--- src/rtl/ooo_settings.svh ---
`ifndef OOO_SETTINGS_SVH
`define OOO_SETTINGS_SVH

// station sizes
`define ADD_RS_DEPTH 4
`define MUL_RS_DEPTH 2

// physical register tag and reorder buffer id widths
`define PTAG_BITS 6
`define ROB_BITS 5

// one shift-add step per multiplier bit
`define MUL_ITERS 32

`endif
--- src/rtl/ooo_issue_pkg.sv ---
`include "ooo_settings.svh"

package ooo_issue_pkg;

    typedef logic [`PTAG_BITS-1:0] ptag_t;
    typedef logic [`ROB_BITS-1:0]  rob_id_t;

    typedef enum logic [2:0] {
        OP_ADD,
        OP_SUB,
        OP_AND,
        OP_OR,
        OP_XOR,
        OP_SLT                          // signed less-than
    } add_op_t;

    typedef enum logic {
        OP_MUL,                         // low word of product
        OP_MULHU                        // high word, unsigned
    } mul_op_t;

    typedef enum logic {
        UNIT_ADD,
        UNIT_MUL
    } unit_sel_t;

    typedef struct packed {
        ptag_t       tag;
        logic        ready;
        logic [31:0] value;             // only meaningful once ready
    } src_t;

    typedef struct packed {
        logic        valid;
        unit_sel_t   unit_sel;
        src_t        src1;
        src_t        src2;
        ptag_t       pd;
        rob_id_t     rob_id;
        add_op_t     add_op;
        mul_op_t     mul_op;
    } dispatch_t;

    // shared by the bus, the external wakeup and both unit results
    typedef struct packed {
        logic        valid;
        ptag_t       pd;
        rob_id_t     rob_id;
        logic [31:0] value;
    } cdb_t;

endpackage

--- src/rtl/issue_top.sv ---
`include "ooo_settings.svh"

module issue_top import ooo_issue_pkg::*; (
    input  logic      clk,
    input  logic      rst,
    input  dispatch_t dispatch,
    input  cdb_t      ext_wake,
    output logic      add_full,
    output logic      mul_full,
    output cdb_t      cdb
);

    logic        add_we;
    logic        mul_we;

    logic        add_issue_valid;
    logic [31:0] add_a;
    logic [31:0] add_b;
    ptag_t       add_pd;
    rob_id_t     add_rob;
    add_op_t     add_op;
    logic        add_stall;
    cdb_t        add_result;

    logic        mul_issue_valid;
    logic [31:0] mul_a;
    logic [31:0] mul_b;
    ptag_t       mul_pd;
    rob_id_t     mul_rob;
    mul_op_t     mul_op;
    logic        mul_load;
    logic        mul_step;
    logic        mul_count_start;
    logic        mul_busy;
    logic        mul_done;
    logic        mul_last_iter;
    ptag_t       mul_done_pd;
    rob_id_t     mul_done_rob;
    mul_op_t     mul_done_op;
    logic [63:0] mul_product;
    cdb_t        mul_result;

    assign add_we = dispatch.valid && (dispatch.unit_sel == UNIT_ADD);
    assign mul_we = dispatch.valid && (dispatch.unit_sel == UNIT_MUL);

    reservation_station #(.DEPTH(`ADD_RS_DEPTH), .payload_t(add_op_t)) u_add_rs (
        .clk(clk), .rst(rst), .disp_we(add_we), .disp(dispatch),
        .disp_payload(dispatch.add_op), .cdb(cdb), .ext_wake(ext_wake),
        .unit_busy(add_stall), .full(add_full), .issue_valid(add_issue_valid),
        .issue_a(add_a), .issue_b(add_b), .issue_pd(add_pd), .issue_rob(add_rob),
        .issue_payload(add_op)
    );

    reservation_station #(.DEPTH(`MUL_RS_DEPTH), .payload_t(mul_op_t)) u_mul_rs (
        .clk(clk), .rst(rst), .disp_we(mul_we), .disp(dispatch),
        .disp_payload(dispatch.mul_op), .cdb(cdb), .ext_wake(ext_wake),
        .unit_busy(mul_busy), .full(mul_full), .issue_valid(mul_issue_valid),
        .issue_a(mul_a), .issue_b(mul_b), .issue_pd(mul_pd), .issue_rob(mul_rob),
        .issue_payload(mul_op)
    );

    add_unit u_add_unit (
        .clk(clk), .rst(rst), .issue_valid(add_issue_valid), .a(add_a), .b(add_b),
        .pd(add_pd), .rob_id(add_rob), .op(add_op), .stall(add_stall),
        .result(add_result)
    );

    mul_sequencer_fsm u_mul_fsm (
        .clk(clk), .rst(rst), .issue_valid(mul_issue_valid), .pd(mul_pd),
        .rob_id(mul_rob), .op(mul_op), .last_iter(mul_last_iter), .load(mul_load),
        .step(mul_step), .count_start(mul_count_start), .busy(mul_busy),
        .done(mul_done), .done_pd(mul_done_pd), .done_rob(mul_done_rob),
        .done_op(mul_done_op)
    );

    mul_iter_counter u_mul_cnt (
        .clk(clk), .rst(rst), .start(mul_count_start), .step(mul_step),
        .last_iter(mul_last_iter)
    );

    mul_datapath u_mul_dp (
        .clk(clk), .rst(rst), .load(mul_load), .step(mul_step), .a(mul_a), .b(mul_b),
        .product(mul_product)
    );

    // pick the product half the instruction asked for
    assign mul_result = '{valid:  mul_done,
                          pd:     mul_done_pd,
                          rob_id: mul_done_rob,
                          value:  (mul_done_op == OP_MULHU) ? mul_product[63:32]
                                                            : mul_product[31:0]};

    cdb_arbiter u_arb (
        .clk(clk), .rst(rst), .add_result(add_result), .mul_result(mul_result),
        .add_stall(add_stall), .cdb(cdb)
    );

endmodule

--- src/rtl/cdb_arbiter.sv ---
module cdb_arbiter import ooo_issue_pkg::*; (
    input  logic clk,
    input  logic rst,
    input  cdb_t add_result,
    input  cdb_t mul_result,
    output logic add_stall,
    output cdb_t cdb
);

    logic hold_valid;
    cdb_t hold_q;
    logic add_lost;

    // add result is frozen while held off, so it only counts when hold is empty
    assign add_lost  = mul_result.valid && add_result.valid && !hold_valid;
    assign add_stall = hold_valid;

    always_ff @(posedge clk)
    begin
        if (rst)
        begin
            cdb        <= '0;
            hold_valid <= 1'b0;
        end
        else if (mul_result.valid)
        begin
            cdb <= mul_result;                 // multiply always wins
            if (add_lost)
                hold_valid <= 1'b1;
        end
        else if (hold_valid)
        begin
            cdb        <= hold_q;
            hold_valid <= 1'b0;
        end
        else
            cdb <= add_result;
    end

    always_ff @(posedge clk)
    begin
        if (add_lost)
            hold_q <= add_result;
    end

endmodule

--- src/rtl/mul_datapath.sv ---
module mul_datapath (
    input  logic        clk,
    input  logic        rst,
    input  logic        load,
    input  logic        step,
    input  logic [31:0] a,
    input  logic [31:0] b,
    output logic [63:0] product
);

    logic [63:0] mcand;      // shifts left one bit per step
    logic [31:0] mplier;     // shifts right, lsb picks the add
    logic [63:0] acc;

    always_ff @(posedge clk)
    begin
        if (load)
        begin
            mcand  <= {32'b0, a};
            mplier <= b;
        end
        else if (step)
        begin
            mcand  <= mcand << 1;
            mplier <= mplier >> 1;
        end
    end

    always_ff @(posedge clk)
    begin
        if (rst)
            acc <= '0;
        else if (load)
            acc <= '0;
        else if (step && mplier[0])
            acc <= acc + mcand;
    end

    // unsigned product, complete after the last step
    assign product = acc;

endmodule

--- src/rtl/mul_iter_counter.sv ---
`include "ooo_settings.svh"

module mul_iter_counter (
    input  logic clk,
    input  logic rst,
    input  logic start,
    input  logic step,
    output logic last_iter
);

    localparam int CNT_BITS = $clog2(`MUL_ITERS);

    logic [CNT_BITS-1:0] count;

    always_ff @(posedge clk)
    begin
        if (rst)
            count <= '0;
        else if (start)
            count <= CNT_BITS'(`MUL_ITERS - 1);
        else if (step && count != '0)
            count <= count - 1'b1;     // parks at zero
    end

    assign last_iter = (count == '0);

endmodule

--- src/rtl/mul_sequencer_fsm.sv ---
module mul_sequencer_fsm import ooo_issue_pkg::*; (
    input  logic    clk,
    input  logic    rst,
    input  logic    issue_valid,
    input  ptag_t   pd,
    input  rob_id_t rob_id,
    input  mul_op_t op,
    input  logic    last_iter,
    output logic    load,
    output logic    step,
    output logic    count_start,
    output logic    busy,
    output logic    done,
    output ptag_t   done_pd,
    output rob_id_t done_rob,
    output mul_op_t done_op
);

    typedef enum logic [1:0] {IDLE, RUN, DONE} state_t;

    state_t state;
    state_t state_next;

    always_comb
    begin
        state_next = state;
        case (state)
            IDLE:    if (issue_valid) state_next = RUN;
            RUN:     if (last_iter) state_next = DONE;   // final step happens this cycle
            DONE:    state_next = IDLE;
            default: state_next = IDLE;
        endcase
    end

    always_ff @(posedge clk)
    begin
        if (rst)
            state <= IDLE;
        else
            state <= state_next;
    end

    // tag and op ride alongside the datapath until done
    always_ff @(posedge clk)
    begin
        if (load)
        begin
            done_pd  <= pd;
            done_rob <= rob_id;
            done_op  <= op;
        end
    end

    assign load        = (state == IDLE) && issue_valid;
    assign count_start = load;
    assign step        = (state == RUN);
    assign busy        = (state != IDLE);
    assign done        = (state == DONE);

endmodule

--- src/rtl/add_unit.sv ---
module add_unit import ooo_issue_pkg::*; (
    input  logic        clk,
    input  logic        rst,
    input  logic        issue_valid,
    input  logic [31:0] a,
    input  logic [31:0] b,
    input  ptag_t       pd,
    input  rob_id_t     rob_id,
    input  add_op_t     op,
    input  logic        stall,
    output cdb_t        result
);

    logic [31:0] alu_out;
    logic        valid_q;
    ptag_t       pd_q;
    rob_id_t     rob_q;
    logic [31:0] value_q;

    always_comb
    begin
        case (op)
            OP_ADD:  alu_out = a + b;
            OP_SUB:  alu_out = a - b;
            OP_AND:  alu_out = a & b;
            OP_OR:   alu_out = a | b;
            OP_XOR:  alu_out = a ^ b;
            OP_SLT:  alu_out = {31'b0, $signed(a) < $signed(b)};
            default: alu_out = a + b;
        endcase
    end

    always_ff @(posedge clk)
    begin
        if (rst)
            valid_q <= 1'b0;
        else if (!stall)
            valid_q <= issue_valid;      // frozen while the arbiter holds us off
    end

    always_ff @(posedge clk)
    begin
        if (!stall && issue_valid)
        begin
            pd_q    <= pd;
            rob_q   <= rob_id;
            value_q <= alu_out;
        end
    end

    assign result = '{valid: valid_q, pd: pd_q, rob_id: rob_q, value: value_q};

endmodule

--- src/rtl/reservation_station.sv ---
module reservation_station import ooo_issue_pkg::*; #(
    parameter int  DEPTH     = 4,
    parameter type payload_t = logic
) (
    input  logic        clk,
    input  logic        rst,
    input  logic        disp_we,
    input  dispatch_t   disp,
    input  payload_t    disp_payload,
    input  cdb_t        cdb,
    input  cdb_t        ext_wake,
    input  logic        unit_busy,
    output logic        full,
    output logic        issue_valid,
    output logic [31:0] issue_a,
    output logic [31:0] issue_b,
    output ptag_t       issue_pd,
    output rob_id_t     issue_rob,
    output payload_t    issue_payload
);

    localparam int IDX_BITS = (DEPTH > 1) ? $clog2(DEPTH) : 1;

    typedef struct packed {
        src_t     src1;
        src_t     src2;
        ptag_t    pd;
        rob_id_t  rob_id;
        payload_t payload;
    } entry_t;

    entry_t              entries [DEPTH];
    logic [DEPTH-1:0]    busy;
    logic [IDX_BITS-1:0] free_idx;
    logic [IDX_BITS-1:0] sel_idx;
    logic                any_ready;
    entry_t              new_entry;

    // tag match against both broadcasts, the bus wins if both hit
    function automatic src_t wake(input src_t s, input cdb_t a, input cdb_t b);
        src_t r;
        r = s;
        if (!s.ready && a.valid && a.pd == s.tag)
        begin
            r.ready = 1'b1;
            r.value = a.value;
        end
        else if (!s.ready && b.valid && b.pd == s.tag)
        begin
            r.ready = 1'b1;
            r.value = b.value;
        end
        return r;
    endfunction

    // lowest free slot, scanned downward so the smallest index sticks
    always_comb
    begin
        full     = 1'b1;
        free_idx = '0;
        for (int i = DEPTH - 1; i >= 0; i--)
        begin
            if (!busy[i])
            begin
                full     = 1'b0;
                free_idx = IDX_BITS'(i);
            end
        end
    end

    always_comb
    begin
        any_ready = 1'b0;
        sel_idx   = '0;
        for (int i = DEPTH - 1; i >= 0; i--)
        begin
            if (busy[i] && entries[i].src1.ready && entries[i].src2.ready)
            begin
                any_ready = 1'b1;
                sel_idx   = IDX_BITS'(i);
            end
        end
    end

    // incoming dispatch sees this cycle's wakeups too
    always_comb
    begin
        new_entry.src1    = wake(disp.src1, cdb, ext_wake);
        new_entry.src2    = wake(disp.src2, cdb, ext_wake);
        new_entry.pd      = disp.pd;
        new_entry.rob_id  = disp.rob_id;
        new_entry.payload = disp_payload;
    end

    assign issue_valid   = any_ready && !unit_busy;
    assign issue_a       = entries[sel_idx].src1.value;
    assign issue_b       = entries[sel_idx].src2.value;
    assign issue_pd      = entries[sel_idx].pd;
    assign issue_rob     = entries[sel_idx].rob_id;
    assign issue_payload = entries[sel_idx].payload;

    always_ff @(posedge clk)
    begin
        if (rst)
            busy <= '0;
        else
        begin
            if (issue_valid)
                busy[sel_idx] <= 1'b0;       // freed at the issue edge
            if (disp_we && !full)
                busy[free_idx] <= 1'b1;      // strobe into a full station is dropped
        end
    end

    always_ff @(posedge clk)
    begin
        for (int i = 0; i < DEPTH; i++)
        begin
            if (busy[i])
            begin
                entries[i].src1 <= wake(entries[i].src1, cdb, ext_wake);
                entries[i].src2 <= wake(entries[i].src2, cdb, ext_wake);
            end
        end
        if (disp_we && !full)
            entries[free_idx] <= new_entry;
    end

endmodule

--- config.mk ---
export PLATFORM = sky130hd
export DESIGN_NAME = issue_top
export DESIGN_NICKNAME = d
export VERILOG_FILES = /design/src/rtl/ooo_issue_pkg.sv /design/src/rtl/issue_top.sv /design/src/rtl/cdb_arbiter.sv /design/src/rtl/mul_datapath.sv /design/src/rtl/mul_iter_counter.sv /design/src/rtl/mul_sequencer_fsm.sv /design/src/rtl/add_unit.sv /design/src/rtl/reservation_station.sv
export VERILOG_INCLUDE_DIRS = /design/src /design/src/rtl
export SDC_FILE = /design/constraint.sdc
export NUM_CORES = 2
export LEC_CHECK = 0
export BUFFER_PORTS_ARGS = -buffer_cell sky130_fd_sc_hd__buf_2
export CAP_MARGIN = 20
export CORE_UTILIZATION = 50
export CTS_CLUSTER_DIAMETER = 150
export DETAILED_ROUTE_END_ITERATION = 10
export GPL_TIMING_DRIVEN = 0
export PLACE_DENSITY = 0.69
export SLEW_MARGIN = 20
export SYNTH_ARGS = -nofsm -noshare
export SYNTH_HDL_FRONTEND = slang
export SYNTH_HIERARCHICAL = 1
export SYNTH_SLANG_ARGS = --single-unit
--- constraint.sdc ---
create_clock -name clk -period 4.7 [get_ports clk]
set_input_delay 0.47 -clock clk [delete_from_list [all_inputs] [get_ports clk]]
set_output_delay 0.47 -clock clk [all_outputs]
set_load 0.02 [all_outputs]
==> impl_metrics.yaml <==
status:
  status: "complete, but fails checks"
  violations: "setup timing"
synthesis:
  synth_area_um2: 52610
  ys_seq_area_frac: 0.4648
  yosysUniqueCellTypes: 121
  ys_warn_count: 6
  synthesis.nets: 5247
  synth_edf_count: 711
  async_flop_share: 0
  synth.avg_cell_area_um2: 10.64
  ys_ff_latch: 866
  syn_inst: 4943
  synth_flop_cell: "edfxtp_1"
detailed_routing:
  firstDrtPassIters: 10
  ant_nets: 0
  num_vias: 45980
  drc: 0
  wl_per_cell_um: 32.30
  drtIter0Drc: 7557
  avgViaCountPerCell: 6.809
  routed_wl_um: 218100
finish:
  final_nets: 5592
  drive_above_1_share: 0.2011
  fin_cells: 6753
  area_growth_pct: 14.89
  n_fill_cell: 8828
grt:
  grt_pass1_wl_um: 306300
  grt_overflow: 0
  grt_max_degree: 39
  grt_use_total: 0.3963
  antenna_found_initial: 26
  grt_pass1_vias: 43110
worst_setup_path:
  path_class: "reg2reg"
  arrival_ns: 5.24
  crit_buf_inv: 3
  reg2reg_from: "u_add_rs/entries[2][46]"
  slowest_delay_ns: 0.49
  cp_max_fo: 10
  worst_setup_path_end_kind: "flop"
  critPathSlowestCell: "edfxtp_1"
  cp_top_family: "compound AO/OA/AOI/OAI gates"
  critPathRequiredTime_ns: 5.13
  cp-startpoint: "u_add_rs/entries[2][46]"
  startpoint_type: "flop"
  path_cells: "nand3_1, nand3_1, nand2_4, buf_2, a22oi_1, o21ai_2, inv_1, ha_2, inv_1, a21oi_1, o21bai_1, a21oi_2, nor2_1, or4_1, a21oi_2, mux2_2, a221oi_2, o21ai_2"
placement:
  pre_cts_slack_ns: -2.593
  port-buffer-count: 175
  place_inst: 6519
  gp_congestion: 1.031
  hpwl_um: 160900
pwr:
  pwr-share-seq: 0.441
  switching_share: 0.2858
  powerDensity_nw_per_um2: 332.6
  internal_power_mw: 14.36
  p_leak_nw: 22.57
  clkPwrFrac: 0.395
  ir_drop_mv: 0.3431
  p_comb_frac: 0.164
  power_switching_mw: 5.745
clock_tree:
  htree_num_levels: 3
  ctsLongestPathBuffers: 3
  root_buffer: "clkbuf_16"
  cts_buffers: 96
  clock-sinks: 866
  cts_tree: "done"
  clk_pin_slew_ns: 0.06
  clk_latency_ns: 0.74
min_path:
  min_from: "dispatch[49]"
  min_path_type: "in2reg"
timing:
  finalHoldViolations: 0
  slew_violations: 0
  finClkSkew_ns: 0.05362
  hold_slack_ns: 0.1467
  period_minus_slack_ns: 4.811
  rsz0062_at_grt: "yes"
  fmax_ghz: 0.2079
  worst_slew_pin_slew_ns: 1.207
  finalSetupViolations: 2
  fin_crit_sh: 1.024
  worst_slack_ns: -0.1105
  max_slew_margin: 0.1941
die:
  design.core.area_um2: 103900
  io_pins: 187
  die_area_um2: 106500
  die_h_um: 326.4
  die_w_um: 326.4
  rows: 118
  start_util: 0.5061
flow_run:
  cap_violations: 0
## cell type report
| type | instances | area (um2) | share of cell area |
|---|---|---|---|
| antenna | 7 | 17.52 | 0.0002898 |
| buffer | 399 | 2424 | 0.04010 |
| clock buffer | 124 | 2559 | 0.04234 |
| clock inverter | 52 | 743.2 | 0.01230 |
| inverter | 208 | 790.8 | 0.01308 |
| multi-input combinational | 3467 | 25910 | 0.4287 |
| sequential | 866 | 24460 | 0.4047 |
| tap | 1380 | 1727 | 0.02857 |
| timing repair buffer | 250 | 1814 | 0.03002 |
## cell usage after synthesis, types with 21 or more instances
cell type | instances | area, um2
a221o_1 | 32 | 320.3
dfxtp_1 | 155 | 3103
o221a_2 | 50 | 563.0
ha_1 | 160 | 2002
nor2b_1 | 77 | 481.7
nor2_1 | 367 | 1378
and3_1 | 24 | 150.1
a21o_1 | 56 | 420.4
a22oi_1 | 202 | 1516
a221oi_1 | 107 | 937.2
mux2_4 | 32 | 480.5
a31oi_1 | 25 | 156.4
a21oi_1 | 281 | 1406
nand4_1 | 36 | 225.2
buf_2 | 101 | 505.5
o221a_1 | 38 | 427.9
o211ai_1 | 21 | 157.7
nor3_1 | 51 | 255.2
o22ai_1 | 79 | 494.2
or3_1 | 75 | 469.2
buf_6 | 47 | 529.3
o21bai_1 | 31 | 232.7
mux2i_1 | 158 | 1582
a211oi_1 | 131 | 983.4
nand3_1 | 110 | 550.5
and2_1 | 36 | 225.2
buf_4 | 22 | 165.2
nand2_1 | 262 | 983.4
inv_1 | 203 | 762.0
nand2b_1 | 22 | 137.6
xnor2_1 | 158 | 1384
mux2_2 | 167 | 1881
clkbuf_1 | 198 | 743.2
xor2_1 | 108 | 945.9
a222oi_1 | 64 | 640.6
o21ai_1 | 33 | 165.2
edfxtp_1 | 711 | 21350
o21ai_0 | 215 | 1076
## registers in the layout, summed over array words and instances, names as in the netlist
register,count
u_mul_dp/product,64
u_mul_fsm/done_rob,5
u_mul_cnt/count,5
u_arb/add_stall,1
u_mul_fsm/done_pd,6
u_mul_rs/entries,180
u_arb/hold_q,44
u_arb/cdb,44
u_mul_rs/busy,2
u_add_unit/value_q,32
u_add_rs/entries,368
u_mul_fsm/done_op,1
u_mul_fsm/state,2
u_mul_dp/mplier,32
u_add_unit/valid_q,1
u_add_unit/rob_q,5
u_add_unit/pd_q,6
u_add_rs/busy,4
u_mul_dp/mcand,64
## kinds of logic (layout without fill, tap and decap cells)
logic type               Yosys count  after routing  synth area share
multiplexers                     359            359           0.07559
AND/OR/NAND/NOR                 1165           1165            0.1094
AO/OA/AOI/OAI                   1506           1506            0.2073
adder cells (fa/ha/maj)          163            163           0.03920
flip-flops                       866            866            0.4648
XOR/XNOR                         274            274           0.04676
buffers and inverters            610           1033           0.05692
other                              0              7                 0
## through the flow
step           area (um2)  setup TNS, ns    util  total power, mW
4_1_cts             59850        -0.5149  0.5758            19.91
3_5_place_dp        55790         -99.96  0.5368            12.00
2_1_floorplan       52610              0       -            10.82
6_report            60440        -0.1225  0.5815            20.10
3_3_place_gp        55210        -371.45  0.5312            11.94
5_1_grt             60430        -0.2622  0.5814            20.58
## layer usage
layer	part of all wire	track usage	up-vias
met2	0.43	0.5949	3341
met3	0.13	0.1183	788
met5	0.00094	0	-
met1	0.36	0.4970	22220
li1	-	-	19610
met4	0.080	0.2575	32
## placed cells by master, fill, tap and decap left out, drive strengths merged, types with 19 or more instances in the layout
cell	count
xnor2	161
o21ai	252
nand4	40
and2	36
nand2	263
a21oi	284
o21bai	31
a211oi	136
o31ai	19
mux2i	159
nor2	371
o22ai	79
nand3	110
o211ai	21
and3	24
a222oi	64
clkinv	29
nor2b	77
a22oi	202
ha	160
o221a	88
xor2	113
a31oi	27
mux2	200
buf	436
a221oi	113
inv	210
clkbuf	322
a21o	57
edfxtp	711
nor4	23
dfxtp	155
nand2b	23
nor3	54
a221o	33
or3	76
## repair_timing
action,in CTS,in global routing
setup endpoints to repair,174,25
gates resized for setup,202,133
pin swaps,16,26
setup buffers,17,22
hold endpoints to repair,79,0
cloned,0,0
hold buffers,15,0
## worst paths after layout
kind | to | slack [ns] | cells after the start
min | u_add_rs/entries[0][48] | 0.15 | 1
max | u_add_unit/value_q[29] | -0.11 | 18
min reg2reg | u_arb/hold_q[28] | 0.42 | 0
max reg2reg | u_add_unit/value_q[29] | -0.11 | 18
## power groups by stage
stage / combinational (mW) / sequential [mW] / clock (mW)
after floorplan: 1.91 / 8.92 / 0
after global placement: 2.91 / 9.03 / 0
after detailed placement: 2.99 / 9.02 / 0
after global routing: 3.46 / 8.88 / 8.24
final: 3.30 / 8.87 / 7.93
after CTS: 3.09 / 8.86 / 7.96
Note: power is estimated with default switching activity, not from simulation.
